`config.mk`:
```
export PLATFORM = sky130hd
export DESIGN_NAME = xmit_sequencer
export DESIGN_NICKNAME = d
export VERILOG_FILES = /design/src/logic/xmit_pkg.sv /design/src/logic/xmit_sequencer.sv
export SDC_FILE = /design/constraint.sdc
export NUM_CORES = 1
export LEC_CHECK = 0
export BUFFER_PORTS_ARGS = -buffer_cell sky130_fd_sc_hd__buf_2
export CORE_MARGIN = 3
export CORE_UTILIZATION = 47
export CTS_CLUSTER_DIAMETER = 150
export DETAILED_ROUTE_END_ITERATION = 16
export PLACE_DENSITY = 0.72
export RECOVER_POWER = 50
export SLEW_MARGIN = 5
export SYNTH_ARGS = -nofsm -noshare
export SYNTH_HDL_FRONTEND = slang
export SYNTH_SLANG_ARGS = --single-unit
```
`constraint.sdc`:
```
create_clock -name clk -period 2.8 [get_ports clk]
set_input_delay 0.56 -clock clk [delete_from_list [all_inputs] [get_ports clk]]
set_output_delay 0.56 -clock clk [all_outputs]
set_load 0.01 [all_outputs]
```
`src/logic/xmit_pkg.sv`:
```
package xmit_pkg;

    // data byte and frame buffer address
    typedef logic [7:0] byte_t;
    typedef logic [8:0] buf_addr_t;

    // frame type codes from the host
    // raw: no crc, no ack
    localparam byte_t ftype_raw = 8'h30;
    // data: crc, no ack
    localparam byte_t ftype_data = 8'h31;
    // ack request: crc and wait for ack
    localparam byte_t ftype_ack_req = 8'h32;

    // fixed frame bytes
    localparam byte_t preamble_byte = 8'h55;
    localparam byte_t sfd_byte = 8'hD0;

    // payload bytes per frame, at most
    localparam int max_payload = 255;

    // crc-8, msb first, start value zero
    localparam byte_t crc_poly = 8'h07;

    // one frame held in the buffer, passed down the pipeline
    typedef struct packed {
        buf_addr_t last_addr;
        logic      need_ack;
    } frame_desc_t;

    // sequencer states
    typedef enum logic [2:0] {
        seq_idle,
        seq_fetch,
        seq_present,
        seq_ack_wait,
        seq_finish
    } seq_state_t;

endpackage

```
`src/logic/xmit_sequencer.sv`:
```
`timescale 1ns/10ps

module xmit_sequencer #(
    parameter int ack_timeout = 256,
    parameter int max_attempts = 5
) (
    input  logic                  clk,
    input  logic                  rst,
    input  logic                  grant,
    input  xmit_pkg::frame_desc_t desc,
    input  xmit_pkg::byte_t       rd_data,
    input  logic                  mx_rdy,
    input  logic                  ack_received,
    output logic                  rd_en,
    output xmit_pkg::buf_addr_t   rd_addr,
    output logic                  mx_valid,
    output xmit_pkg::byte_t       mx_data,
    output logic                  xbusy,
    output logic                  retry_req,
    output logic                  frame_done,
    output xmit_pkg::byte_t       xerrcnt
);
    import xmit_pkg::*;

    localparam int att_w = $clog2(max_attempts + 1);
    localparam int tmo_w = $clog2(ack_timeout + 1);

    seq_state_t       state;
    frame_desc_t      desc_q;
    buf_addr_t        addr;
    logic [att_w-1:0] attempt;
    logic [tmo_w-1:0] timer;
    logic             timed_out;
    logic             last_try;

    assign timed_out = timer == tmo_w'(ack_timeout - 1);
    assign last_try = attempt == att_w'(max_attempts);

    assign rd_en = state == seq_fetch;
    assign rd_addr = addr;
    // buffer output holds while presenting
    assign mx_valid = state == seq_present;
    assign mx_data = rd_data;
    // attempt is nonzero for the whole frame, retries included
    assign xbusy = attempt != '0;
    assign frame_done = state == seq_finish;
    assign retry_req = (state == seq_ack_wait) && !ack_received && timed_out && !last_try;

    always_ff @(posedge clk) begin
        if (grant) desc_q <= desc;
    end

    always_ff @(posedge clk) begin
        if (rst) begin
            state <= seq_idle;
            addr <= '0;
            attempt <= '0;
            timer <= '0;
            xerrcnt <= '0;
        end else begin
            case (state)
                seq_idle: if (grant) begin
                    state <= seq_fetch;
                    addr <= '0;
                    attempt <= attempt + 1'b1;
                end
                seq_fetch: state <= seq_present;
                seq_present: if (mx_rdy) begin
                    if (addr == desc_q.last_addr) begin
                        timer <= '0;
                        state <= desc_q.need_ack ? seq_ack_wait : seq_finish;
                    end else begin
                        addr <= addr + 1'b1;
                        state <= seq_fetch;
                    end
                end
                seq_ack_wait: begin
                    if (ack_received) begin
                        state <= seq_finish;
                    end else if (timed_out) begin
                        if (last_try) begin
                            // give up, count the lost frame
                            state <= seq_finish;
                            if (xerrcnt != '1) xerrcnt <= xerrcnt + 1'b1;
                        end else begin
                            // medium access runs the wait again
                            state <= seq_idle;
                        end
                    end else begin
                        timer <= timer + 1'b1;
                    end
                end
                seq_finish: begin
                    state <= seq_idle;
                    attempt <= '0;
                end
                default: state <= seq_idle;
            endcase
        end
    end

endmodule

```
# Word-level counts from Yosys, hierarchy flattened
# Cells that the tools add are included.
[totals] ff_bits=42
[classes] bitwise=1 eq_ne=15 reduce_logical=15 mux=19 n_addsub=4
[op_table] cell="9-bit two-way mux" n=7
[op_table] cell="9-bit case mux with 2 select lines" n=2
[op_table] cell="3-bit two-way mux" n=8
[op_table] cell="9-bit by 1-bit adder with 9-bit output, second input constant" n=2
[op_table] cell="3-bit case mux with 4 select lines" n=1
[op_table] cell="2-bit != test, second input constant" n=5
[op_table] cell="5-bit AND reduction" n=2
[op_table] cell="9-bit by 8-bit == test with 1-bit output, second input constant" n=1
[op_table] cell="9-bit == test" n=1
[op_table] cell="8-bit by 1-bit adder with 8-bit output, second input constant" n=1
[op_table] cell="8-bit != test, second input constant" n=1
[op_table] cell="3-bit by 2-bit == test with 1-bit output, second input constant" n=2
[op_table] cell="3-bit == test, second input constant" n=2
[op_table] cell="3-bit case mux with 2 select lines" n=1
[op_table] cell="2-bit nonzero test" n=3
[op_table] cell="4-bit AND reduction" n=1
[op_table] cell="3-bit by 1-bit adder with 3-bit output, second input constant" n=1
[op_table] cell="3-bit by 1-bit == test with 1-bit output, second input constant" n=1
[op_table] cell="1-bit logical AND" n=3
[op_table] cell="3-bit zero test" n=1
[op_table] cell="3-bit != test, second input constant" n=1
[op_table] cell="3-bit AND reduction" n=1
[op_table] cell="3-bit nonzero test" n=1
[op_table] cell="1-bit zero test" n=2
[op_table] cell="3 further kinds" n=3

# Longest topological paths before layout
# Gate-level depths: netlist (run 1).
[depth] depth_word=5 depth_mapped=10

# Worst setup path after synthesis (run 1)
# Ideal clock, no wire load.
[synth_path] path_kind="flip-flop to flip-flop" from="register timer[0]" to="register timer[2]" period_less_slack_ns=2.258 slack_ns=0.542 arrival_ns=2.119 path_buffers=0 required_ns=2.662 path_stages_with_launch=11 cell_sequence="dfxtp_1 ha_1 and3_1 and3_1 and3_1 ha_1 nor2_1 mux2_2 nand3b_1 a21oi_2 a311oi_1"
[synth_between] elab_chain_cells=4 word_cells_on_any_way=7 cone_classes="add/sub (1); eq/ne (2); mux (3); reduce/logical (1)"
[synth_rtl] element="start, declared" line_no="xmit_sequencer.sv:32" text="logic [tmo_w-1:0] timer;"
[synth_rtl] element="start signal, assigned" line_no="xmit_sequencer.sv:90" text="timer <= timer + 1'b1;"
[synth_rtl] element="9-bit by 1-bit adder with 9-bit output" line_no="xmit_sequencer.sv:90"
[synth_rtl] element="9-bit two-way mux" line_no="xmit_sequencer.sv:80" text="end else if (timed_out) begin"
[synth_rtl] element="9-bit two-way mux" line_no="xmit_sequencer.sv:78" text="if (ack_received) begin"
[synth_rtl] element="9-bit case mux with 2 select lines" line_no="xmit_sequencer.sv:61" text="case (state)"
# Several ways; a longest one is shown, not always the timed one. The select of a mux whose other input is x is not followed.
# A chain may end at the register's enable or synchronous reset.

# Final worst setup path (run 1)
[layout_path] from="register timer[0]" to="register timer[7]"
# The elaborated chain is that of the path after synthesis.

==> results of run 1 <==
worst max-delay path, delay by kind of cell (launching register included):
family	cells	cell delay [ps]
AOI/OAI and AO/OA	2	520
adders and majority gates	2	450
DFF	1	330
muxes	1	200
and+or+nand+nor	5	920
cells by family after synthesis:
kind of cell,after synthesis
buffers and inverters,21
XOR/XNOR,16
multiplexers,3
adder cells (fa/ha/maj),7
flip-flops,42
AND/OR/NAND/NOR,92
AO/OA/AOI/OAI,55
cell type report:
class	count	area, sq um	area share [%]
repair buffers	38	175.2	7.250
clock inverters	2	8.758	0.3625
inverters	7	26.28	1.088
flip-flops and latches	42	940.9	38.94
well taps	52	65.06	2.693
clock buffers	6	72.57	3.004
multi-input cells	173	1127	46.66
synthesized netlist by cell type (all sizes together):
master	count	share of area, %
a211oi	5	1.7
a21boi	1	0.34
a21o	1	0.34
a21oi	16	3.8
a22oi	1	0.34
a311oi	2	0.80
a31oi	1	0.29
a32o	1	0.46
a41oi	1	0.40
and2	2	0.57
and3	11	3.2
and3b	2	0.80
and4	1	0.40
buf	12	3.9
clkbuf	2	0.34
dfxtp	32	29
edfxtp	10	14
ha	7	4.0
inv	7	1.2
mux2	1	0.51
mux2i	2	0.92
nand2	11	1.9
nand2b	4	1.1
nand3	10	2.3
nand3b	3	1.0
nand4	4	1.1
nand4b	4	1.6
nor2	20	3.4
nor2b	2	0.57
nor3	10	2.5
nor3b	1	0.34
nor4	2	0.86
o2111ai	1	0.69
o21a	5	1.7
o21ai	15	3.4
o221a	1	0.51
o221ai	1	0.40
o31ai	2	0.69
o32ai	1	0.40
or3	3	0.86
or4	2	0.69
xnor2	5	2.0
xor2	11	4.4
registers in the layout (all words and copies together) (netlist names):
name     flops
rd_addr      9
state        3
xerrcnt      8
attempt      3
timer        9
desc_q      10
stage by stage:
| stage | utilization [%] | setup slack [ps] | power, mW |
|---|---|---|---|
| after global routing | 54.73 | 39.39 | 1.188 |
| after CTS | 55.19 | 250.2 | 1.143 |
| final | 54.73 | 253.2 | 1.122 |
| after detailed placement | 53.34 | 273.2 | 0.7698 |
| after floorplan | - | 542.3 | 0.7438 |
| after global placement | 53.34 | 337.7 | 0.7670 |
report_power, final:
part | leakage, nW | switching, mW | internal (mW)
Clock | 0.0426 | 0.195 | 0.171
Combinational | 0.545 | 0.0630 | 0.0382
Sequential | 0.356 | 0.0157 | 0.639
per-layer routing:
layer | track usage, % | vias to the layer above | wire length (um) | share of wire [%]
li1 | - | 916 | - | -
met1 | 24.29 | 887 | 2130 | 47
met2 | 27.95 | 42 | 2135 | 47
met3 | 4.324 | 7 | 209 | 4.6
met4 | 5.138 | 0 | 51 | 1.1
met5 | 0 | - | 0 | 0
final timing paths:
| check | slack [ps] | startpoint | end |
|---|---|---|---|
| min | 440 | desc[5] | desc_q[5]$_DFFE_PP_ |
| max | 250 | timer[0]$_SDFFE_PP0P_ | timer[7]$_SDFFE_PP0P_ |
| min reg2reg | 480 | timer[7]$_SDFFE_PP0P_ | timer[7]$_SDFFE_PP0P_ |
| max reg2reg | 250 | timer[0]$_SDFFE_PP0P_ | timer[7]$_SDFFE_PP0P_ |
==> impl_metrics.ini, run 1 <==
[final_layout]
layout_common_cells = dfxtp_1, buf_2, nor2_1
final_net_count = 297
finalNonFillerCells = 320
num_antenna_cells = 0
fill_cells = 436
area_growth_pct = 10.47
finalInstanceArea_sq_um = 2416
layout.cells.most_common = dfxtp_1
layout-drive-gt1-share_pct = 13.81

[clock_network]
cts_tree = yes
hold_buffers = 0
cts_inserted_buffers = 5
post_cts.repair.setup_buffers = 0
clk_latency_ps = 290
cts_buffer_depth = 2
root_buffer = clkbuf_8
cts.sinks = 42
clk_pin_slew_ps = 80
post_cts_resize_count = 0
cts-htree-levels = 2

[power]
p_per_area_nw_per_um2 = 464.3
p_leak_nw = 0.9444
vdd_drop_max_uv = 296.7

[drt]
ant_nets = 0
wl_per_cell_um = 14.15
dr.pass1.iters = 4
drc = 0
drt_wl_total_um = 4527
drt_iter0_drc = 131
viasPerCell = 5.788
num_vias = 1852

[global_routing]
grt_pass1_vias = 1674
grt_pass1_wl_um = 7700
antenna_found_initial = 0
overflow = 0
grt_util_all_layers_pct = 17.73
grt_max_degree = 31

[setup_path]
cp-end-kind = register
path_cells = ha_1, and3_1, and3_1, and3_1, ha_1, nor2_1, mux2_2, nand3b_1, a21oi_2, a311oi_1
cpMostUsedCell = and3_1
cp-start-kind = register
r2r_cells = 10
cp_max_fo = 9
worstSetupPathType = reg -> reg
critPathArrivalTime_ps = 2700
slowest_stage = a21oi_2
critPathMaxStageDelay_ps = 360
cp_data_required_time_ps = 2950

[sta]
max_slew_margin_pct = 61.19
worstMarginPinSlew_ps = 582.2
holdWs_ps = 435.7
maxSlewViolCount = 0
fin_skew_ps = 10.69
finalSetupViolCount = 0
rsz0062_at_grt = no
tns_ps = 0
fmax_mhz = 392.6
post-route-period-util_pct = 90.96
period_needed_ps = 2547
hold_viol = 0

[logic_synthesis]
ys_seq_elements = 42
synth_fa_ha_area_share_pct = 4.005
synth_compound_area_share_pct = 16.36
synthesis.area_sq_um = 2187
synthMuxAreaShare_pct = 1.430
synthesis.yosys.warnings = 0
synth_top_family_by_area = simple AND/OR/NAND/NOR gates
synth_simple_gate_area_share_pct = 23.34
syn_area_per_cell_sq_um = 9.267
synth_fp_nets = 266
syn_inst = 236
ys_types = 51
synth_xor_area_share_pct = 6.407
seq_area_frac_synth_pct = 43.02

[floorplan]
std_cell_rows = 24
die_h_um = 74.22
core-area_sq_um = 4414
pin_count = 53
initial_core_util_pct = 49.55
die_area_sq_um = 5508
die_width_um = 74.22

[run_status]
outcome = complete, no violations

[placement]
post-dp-hpwl_um = 3265
placed_area_sq_um = 2355
numPortBuffers = 36
place.gp.congestion = 0.7956
dpl.cell_count = 312

[min_path]
hp-class = in -> reg
min_delay_path_depth = 1

[flow_run]
drv_cap = 0
(Power assumes the default switching activity.)
==> run 2, diff against run 1 <==
--- a/config.mk
+++ b/config.mk
@@ -5,12 +5,13 @@
 export SDC_FILE = /design/constraint.sdc
 export NUM_CORES = 1
 export LEC_CHECK = 0
+export ABC_AREA = 1
 export BUFFER_PORTS_ARGS = -buffer_cell sky130_fd_sc_hd__buf_2
 export CORE_MARGIN = 3
 export CORE_UTILIZATION = 47
 export CTS_CLUSTER_DIAMETER = 150
 export DETAILED_ROUTE_END_ITERATION = 16
-export PLACE_DENSITY = 0.72
+export PLACE_DENSITY = 0.71
 export RECOVER_POWER = 50
 export SLEW_MARGIN = 5
 export SYNTH_ARGS = -nofsm -noshare
==> impl_metrics.ini, run 2 <==
[sta]
rsz0062_at_grt = no
fin_skew_ps = 5.723
holdWs_ps = 439.9
hold_viol = 0
max_slew_margin_pct = 54.33
worstMarginPinSlew_ps = 685.1
tns_ps = 0
timing.final.ws_setup_ps = 281.0
maxSlewViolCount = 0
post-route-period-util_pct = 89.97
finalSetupViolCount = 0
period_needed_ps = 2519
fmax_mhz = 397.0

[drt]
dr.pass1.iters = 6
drt_wl_total_um = 4615
wl_per_cell_um = 11.28
viasPerCell = 4.775
drc = 0
drt_iter0_drc = 65
num_vias = 1953
ant_nets = 0

[clock_network]
cts.sinks = 42
clk_latency_ps = 290
cts_inserted_buffers = 5
cts_tree = yes
hold_buffers = 0
post_cts.repair.setup_buffers = 0
post_cts_resize_count = 0
cts-htree-levels = 2
root_buffer = clkbuf_8
cts_buffer_depth = 2
clk_pin_slew_ps = 80

[logic_synthesis]
synth-main-ff-cell = dfxtp_1
synth_edf_count = 10
seq_area_frac_synth_pct = 40.43
ys_seq_elements = 42
yosysMostFrequentCell = nand2_1
syn_inst = 313
ys_types = 29
synth.area.top_cells = dfxtp_1, edfxtp_1, nand2_1, nor2_1, inv_1
synth_top_area_cell = dfxtp_1
synthArstFlopShare_pct = 0
synthesis.yosys.warnings = 0
synthesis.area_sq_um = 2327
synthTopCellsByCount = nand2_1, nor2_1, inv_1, dfxtp_1, nand3_1
synth_top_area_share_pct = 27.53
syn_area_per_cell_sq_um = 7.435
synth_fp_nets = 343

[floorplan]
core-area_sq_um = 4564
initial_core_util_pct = 50.99
pin_count = 53
die_width_um = 76.37
std_cell_rows = 24
die_area_sq_um = 5832
die_h_um = 76.37

[power]
p_leak_nw = 1.027
p_per_area_nw_per_um2 = 543.4
vdd_drop_max_uv = 394.4

[min_path]
worstHoldEndpoint = desc_q[8]$_DFFE_PP_
hp-class = in -> reg
min_delay_path_depth = 1
hp-start = desc[8]

[final_layout]
layout-drive-gt1-share_pct = 15.41
area_growth_pct = 10.48
final_net_count = 373
largest_register = desc_q
layout.cells.most_common = nand2_1
num_antenna_cells = 0
layout_common_cells = nand2_1, nor2_1, inv_1
largest_reg_flops = 10
finalInstanceArea_sq_um = 2571

[global_routing]
grt_pass1_wl_um = 8038
grt_max_degree = 21
grt_util_all_layers_pct = 16.58
grt_pass1_vias = 1782
top_usage_layer = met2
grtUsageMet2_pct = 25.75
grtUsageMet1_pct = 22.52
overflow = 0
met3_usage_pct = 3.901
antenna_found_initial = 0

[placement]
post-dp-hpwl_um = 3375
place.gp.congestion = 0.8588
placed_area_sq_um = 2495
numPortBuffers = 36
place_ws_ps = 481.1

[setup_path]
regToRegSetupSlack_ps = 500
cp_max_fo = 3
worstSetupPathType = reg -> out
cp_data_required_time_ps = 2240
cp-end-kind = output port
path_cells = ha_1, nand3_1, nor2_1, nand2_1, nor3b_1, ha_1, nand2_1, nor3_1, buf_2
r2r_cells = 13
r2r-end = xerrcnt[2]$_SDFFE_PP0P_
critPathMaxStageDelay_ps = 360
cp-start-kind = register
slowest_stage = dfxtp_1
reg2reg_from = timer[1]$_SDFFE_PP0P_
critPathArrivalTime_ps = 1960

[run_status]
outcome = complete, no violations

[flow_run]
drv_cap = 0
[run 2: changes by cell type after synthesis, moves of 4 or more]
cell / previous run / this run
and3_1: 10 / 0
nor2_1: 20 / 40
nand2_1: 11 / 62
nand4b_1: 4 / 0
nand3_1: 10 / 23
o21a_1: 5 / 1
inv_2: 0 / 7
inv_1: 7 / 39
nand2b_1: 4 / 0
a21oi_1: 15 / 20
xor2_1: 11 / 5
xnor2_1: 5 / 9
o21ai_2: 0 / 4
[run 2: worst max path at each step]
stage	from	to	slack [ps]
finish	timer[1]$_SDFFE_PP0P_	retry_req	280
CTS	timer[1]$_SDFFE_PP0P_	retry_req	250
floorplan	timer[0]$_SDFFE_PP0P_	retry_req	710
detailed placement	timer[1]$_SDFFE_PP0P_	xerrcnt[2]$_SDFFE_PP0P_	480
global route	timer[0]$_SDFFE_PP0P_	retry_req	60
global placement	timer[0]$_SDFFE_PP0P_	xerrcnt[2]$_SDFFE_PP0P_	600
[run 2: logic make-up after synthesis]
group           Yosys count  share of synthesized area, %
simple gates            152                         29.73
buf+inv                  59                         11.45
flops                    42                         40.43
compound gates           39                         9.355
xor+xnor                 14                         5.269
fa+ha+maj                 7                         3.763
[run 2: power breakdown]
part | leakage (nW) | internal [mW] | switching (mW)
clock | 0.0482 | 0.199 | 0.199
sequential | 0.357 | 0.662 | 0.0458
combinational | 0.622 | 0.105 | 0.187
[run 2: metal layers]
| metal | vias to the layer above | part of all wire, % |
|---|---|---|
| li1 | 1048 | - |
| met1 | 860 | 49 |
| met2 | 40 | 45 |
| met3 | 5 | 4.6 |
| met4 | 0 | 1.1 |
| met5 | - | 0 |
[run 2: area by class of cell]
cell class	count	area, sq um
well taps	65	81.33
inverters	46	172.7
flip-flops and latches	42	940.9
clock buffers	7	86.33
clock inverters	1	5.005
multi-input cells	212	1120
repair buffers	36	165.2
fillers	460	1993
[run 2: critical path: cells and delay by family, from the launching register on]
family                     cells  cell delay (ps)
adders and majority gates      2              380
and+or+nand+nor                6              790
DFF                            1              360
buffers and inverters          1              160
[run 2: metrics by stage]
stage / utilization (%) / std cells / total power, mW
6_report: 56.33 / 409 / 1.397
3_5_place_dp: 54.66 / 401 / 1.017
4_1_cts: 56.66 / 409 / 1.417
5_1_grt: 56.33 / 409 / 1.496
2_1_floorplan: - / 313 / 0.9410
3_3_place_gp: 54.66 / 401 / 1.010
==> run 3, diff against run 2 <==
--- a/config.mk
+++ b/config.mk
@@ -9,9 +9,10 @@
 export BUFFER_PORTS_ARGS = -buffer_cell sky130_fd_sc_hd__buf_2
 export CORE_MARGIN = 3
 export CORE_UTILIZATION = 47
+export CTS_BUF_LIST = sky130_fd_sc_hd__clkbuf_4 sky130_fd_sc_hd__clkbuf_8 sky130_fd_sc_hd__clkbuf_16
 export CTS_CLUSTER_DIAMETER = 150
 export DETAILED_ROUTE_END_ITERATION = 16
-export PLACE_DENSITY = 0.71
+export PLACE_DENSITY = 0.74
 export RECOVER_POWER = 50
 export SLEW_MARGIN = 5
 export SYNTH_ARGS = -nofsm -noshare
==> constraint.sdc (replaced) <==
create_clock -name clk -period 2.1 [get_ports clk]
set_input_delay 0.42 -clock clk [delete_from_list [all_inputs] [get_ports clk]]
set_output_delay 0.42 -clock clk [all_outputs]
set_load 0.01 [all_outputs]
==> impl_metrics.ini, run 3 (synthesis gave the netlist of run 2 again) <==
[run_status]
outcome = complete, but fails checks
violations = setup timing

[sta]
rsz0062_at_grt = yes
worstMarginPinSlew_ps = 716.8
finalSetupViolCount = 9
max_slew_margin_pct = 52.22
post-route-period-util_pct = 105.4
fin_skew_ps = 4.272
tns_ps = -735.2
fmax_mhz = 451.8
holdWs_ps = 299.7
maxSlewViolCount = 0
timing.final.ws_setup_ps = -113.1
hold_viol = 0
period_needed_ps = 2213

[floorplan]
die_area_sq_um = 5832
core-area_sq_um = 4564
pin_count = 53
initial_core_util_pct = 50.99
die_h_um = 76.37
die_width_um = 76.37
std_cell_rows = 24

[clock_network]
cts_tree = yes
clk_pin_slew_ps = 80
clk_latency_ps = 290
cts.sinks = 42
hold_buffers = 0
root_buffer = clkbuf_8
cts_inserted_buffers = 5
cts_buffer_depth = 2
cts-htree-levels = 2

[final_layout]
seq_area_sq_um = 943.4
largest_register = desc_q
final_net_count = 389
multi_input_area_sq_um = 1200
finalNonFillerCells = 425
largest_reg_flops = 10
layout_common_cells = nand2_1, nor2_1, inv_1
layout-drive-gt1-share_pct = 24.72
num_antenna_cells = 0
fill_cells = 408
area_growth_pct = 19.73
layout.cells.most_common = nand2_1

[placement]
dpl.cell_count = 408
post-dp-hpwl_um = 3490
numPortBuffers = 36
place.gp.congestion = 0.8346

[global_routing]
antenna_found_initial = 0
grt_max_degree = 21
grt_util_all_layers_pct = 17.13
overflow = 0
grt_pass1_wl_um = 8286
grt_pass1_vias = 1882

[flow_run]
drv_cap = 0

[drt]
wl_per_cell_um = 11.85
drt_wl_total_um = 5035
num_vias = 2069
viasPerCell = 4.868
drc = 0
drt_iter0_drc = 120
dr.pass1.iters = 4
ant_nets = 0

[setup_path]
cp-end-kind = output port
r2r_cells = 14
cp-start-kind = register
crit_path_start = timer[1]$_SDFFE_PP0P_
regToRegSetupSlack_ps = -110
cp-endpoint = retry_req
cp_data_required_time_ps = 1680
critPathArrivalTime_ps = 1790
cp_max_fo = 2
r2r-end = xerrcnt[7]$_SDFFE_PP0P_
reg2reg_from = timer[1]$_SDFFE_PP0P_
worstSetupPathType = reg -> out

[power]
p_leak_nw = 1.134
p_sw_uw = 588.8
internal-power_mw = 1.273
power_frac_seq_pct = 50.7
vdd_drop_max_uv = 469.2
clock_power_share_pct = 27.6
switching_share_pct = 31.63
combPwrFrac_pct = 21.6
p_per_area_nw_per_um2 = 668.1

[min_path]
hp-class = in -> reg
-- run 3: stage by stage --
step / util, % / area [sq um] / setup slack (ps) / power [mW]
3_3_place_gp: 55.81 / 2547 / 84.72 / 1.348
2_1_floorplan: - / 2327 / 151.2 / 1.255
5_1_grt: 61.05 / 2786 / -239.3 / 1.984
3_5_place_dp: 55.81 / 2547 / -42.75 / 1.359
6_report: 61.05 / 2786 / -113.1 / 1.862
4_1_cts: 59.29 / 2706 / -180.9 / 1.870
-- run 3: critical path, cell delays in order (launching register included) --
cell,delay (ps)
dfxtp_2,360
ha_4,150
nand3_4,80
nor2_4,110
nand2_2,70
nor3b_2,180
ha_2,210
nand2_2,80
nor3_2,120
buf_2,150
-- run 3: area by class of cell --
| cell class | count | area share, % |
|---|---|---|
| Sequential cell | 42 | 33.86 |
| Clock buffer | 6 | 2.739 |
| Tap cell | 65 | 2.919 |
| Inverter | 46 | 6.286 |
| Clock inverter | 2 | 0.3592 |
| Timing Repair Buffer | 52 | 10.78 |
| Multi-Input combinational cell | 212 | 43.06 |
-- run 3: repair_timing --
| action | 4_1_cts | 5_1_grt |
|---|---|---|
| pin swaps | 5 | 8 |
| gates resized for setup | 13 | 15 |
| setup buffers | 4 | 5 |
| gates cloned | 0 | 0 |
| endpoints found under the setup margin | 6 | 16 |
-- run 3: per-layer routing --
layer / routed length, um / vias to the layer above / global-route usage (%)
li1: - / 1081 / -
met1: 2328 / 944 / 22.44
met2: 2424 / 42 / 27.59
met3: 254 / 2 / 4.137
met4: 27 / 0 / 5.797
met5: 0 / - / 0
-- run 3: how the worst min path moves through the flow --
stage                               start               endpoint  slack [ps]  cells past startpoint
global placement    timer[7]$_SDFFE_PP0P_  timer[7]$_SDFFE_PP0P_         450                      2
floorplan           timer[8]$_SDFFE_PP0P_  timer[8]$_SDFFE_PP0P_         440                      2
CTS                               desc[6]    desc_q[6]$_DFFE_PP_         290                      1
detailed placement  timer[7]$_SDFFE_PP0P_  timer[7]$_SDFFE_PP0P_         450                      2
global route                      desc[5]    desc_q[5]$_DFFE_PP_         280                      1
finish                            desc[5]    desc_q[5]$_DFFE_PP_         300                      1
-- run 3: power groups by stage --
stage | Sequential, mW | Clock (mW) | Combinational [mW]
3_5_place_dp | 0.963 | 0 | 0.396
2_1_floorplan | 0.961 | 0 | 0.293
6_report | 0.944 | 0.515 | 0.403
4_1_cts | 0.945 | 0.527 | 0.398
3_3_place_gp | 0.961 | 0 | 0.387
5_1_grt | 0.954 | 0.574 | 0.456
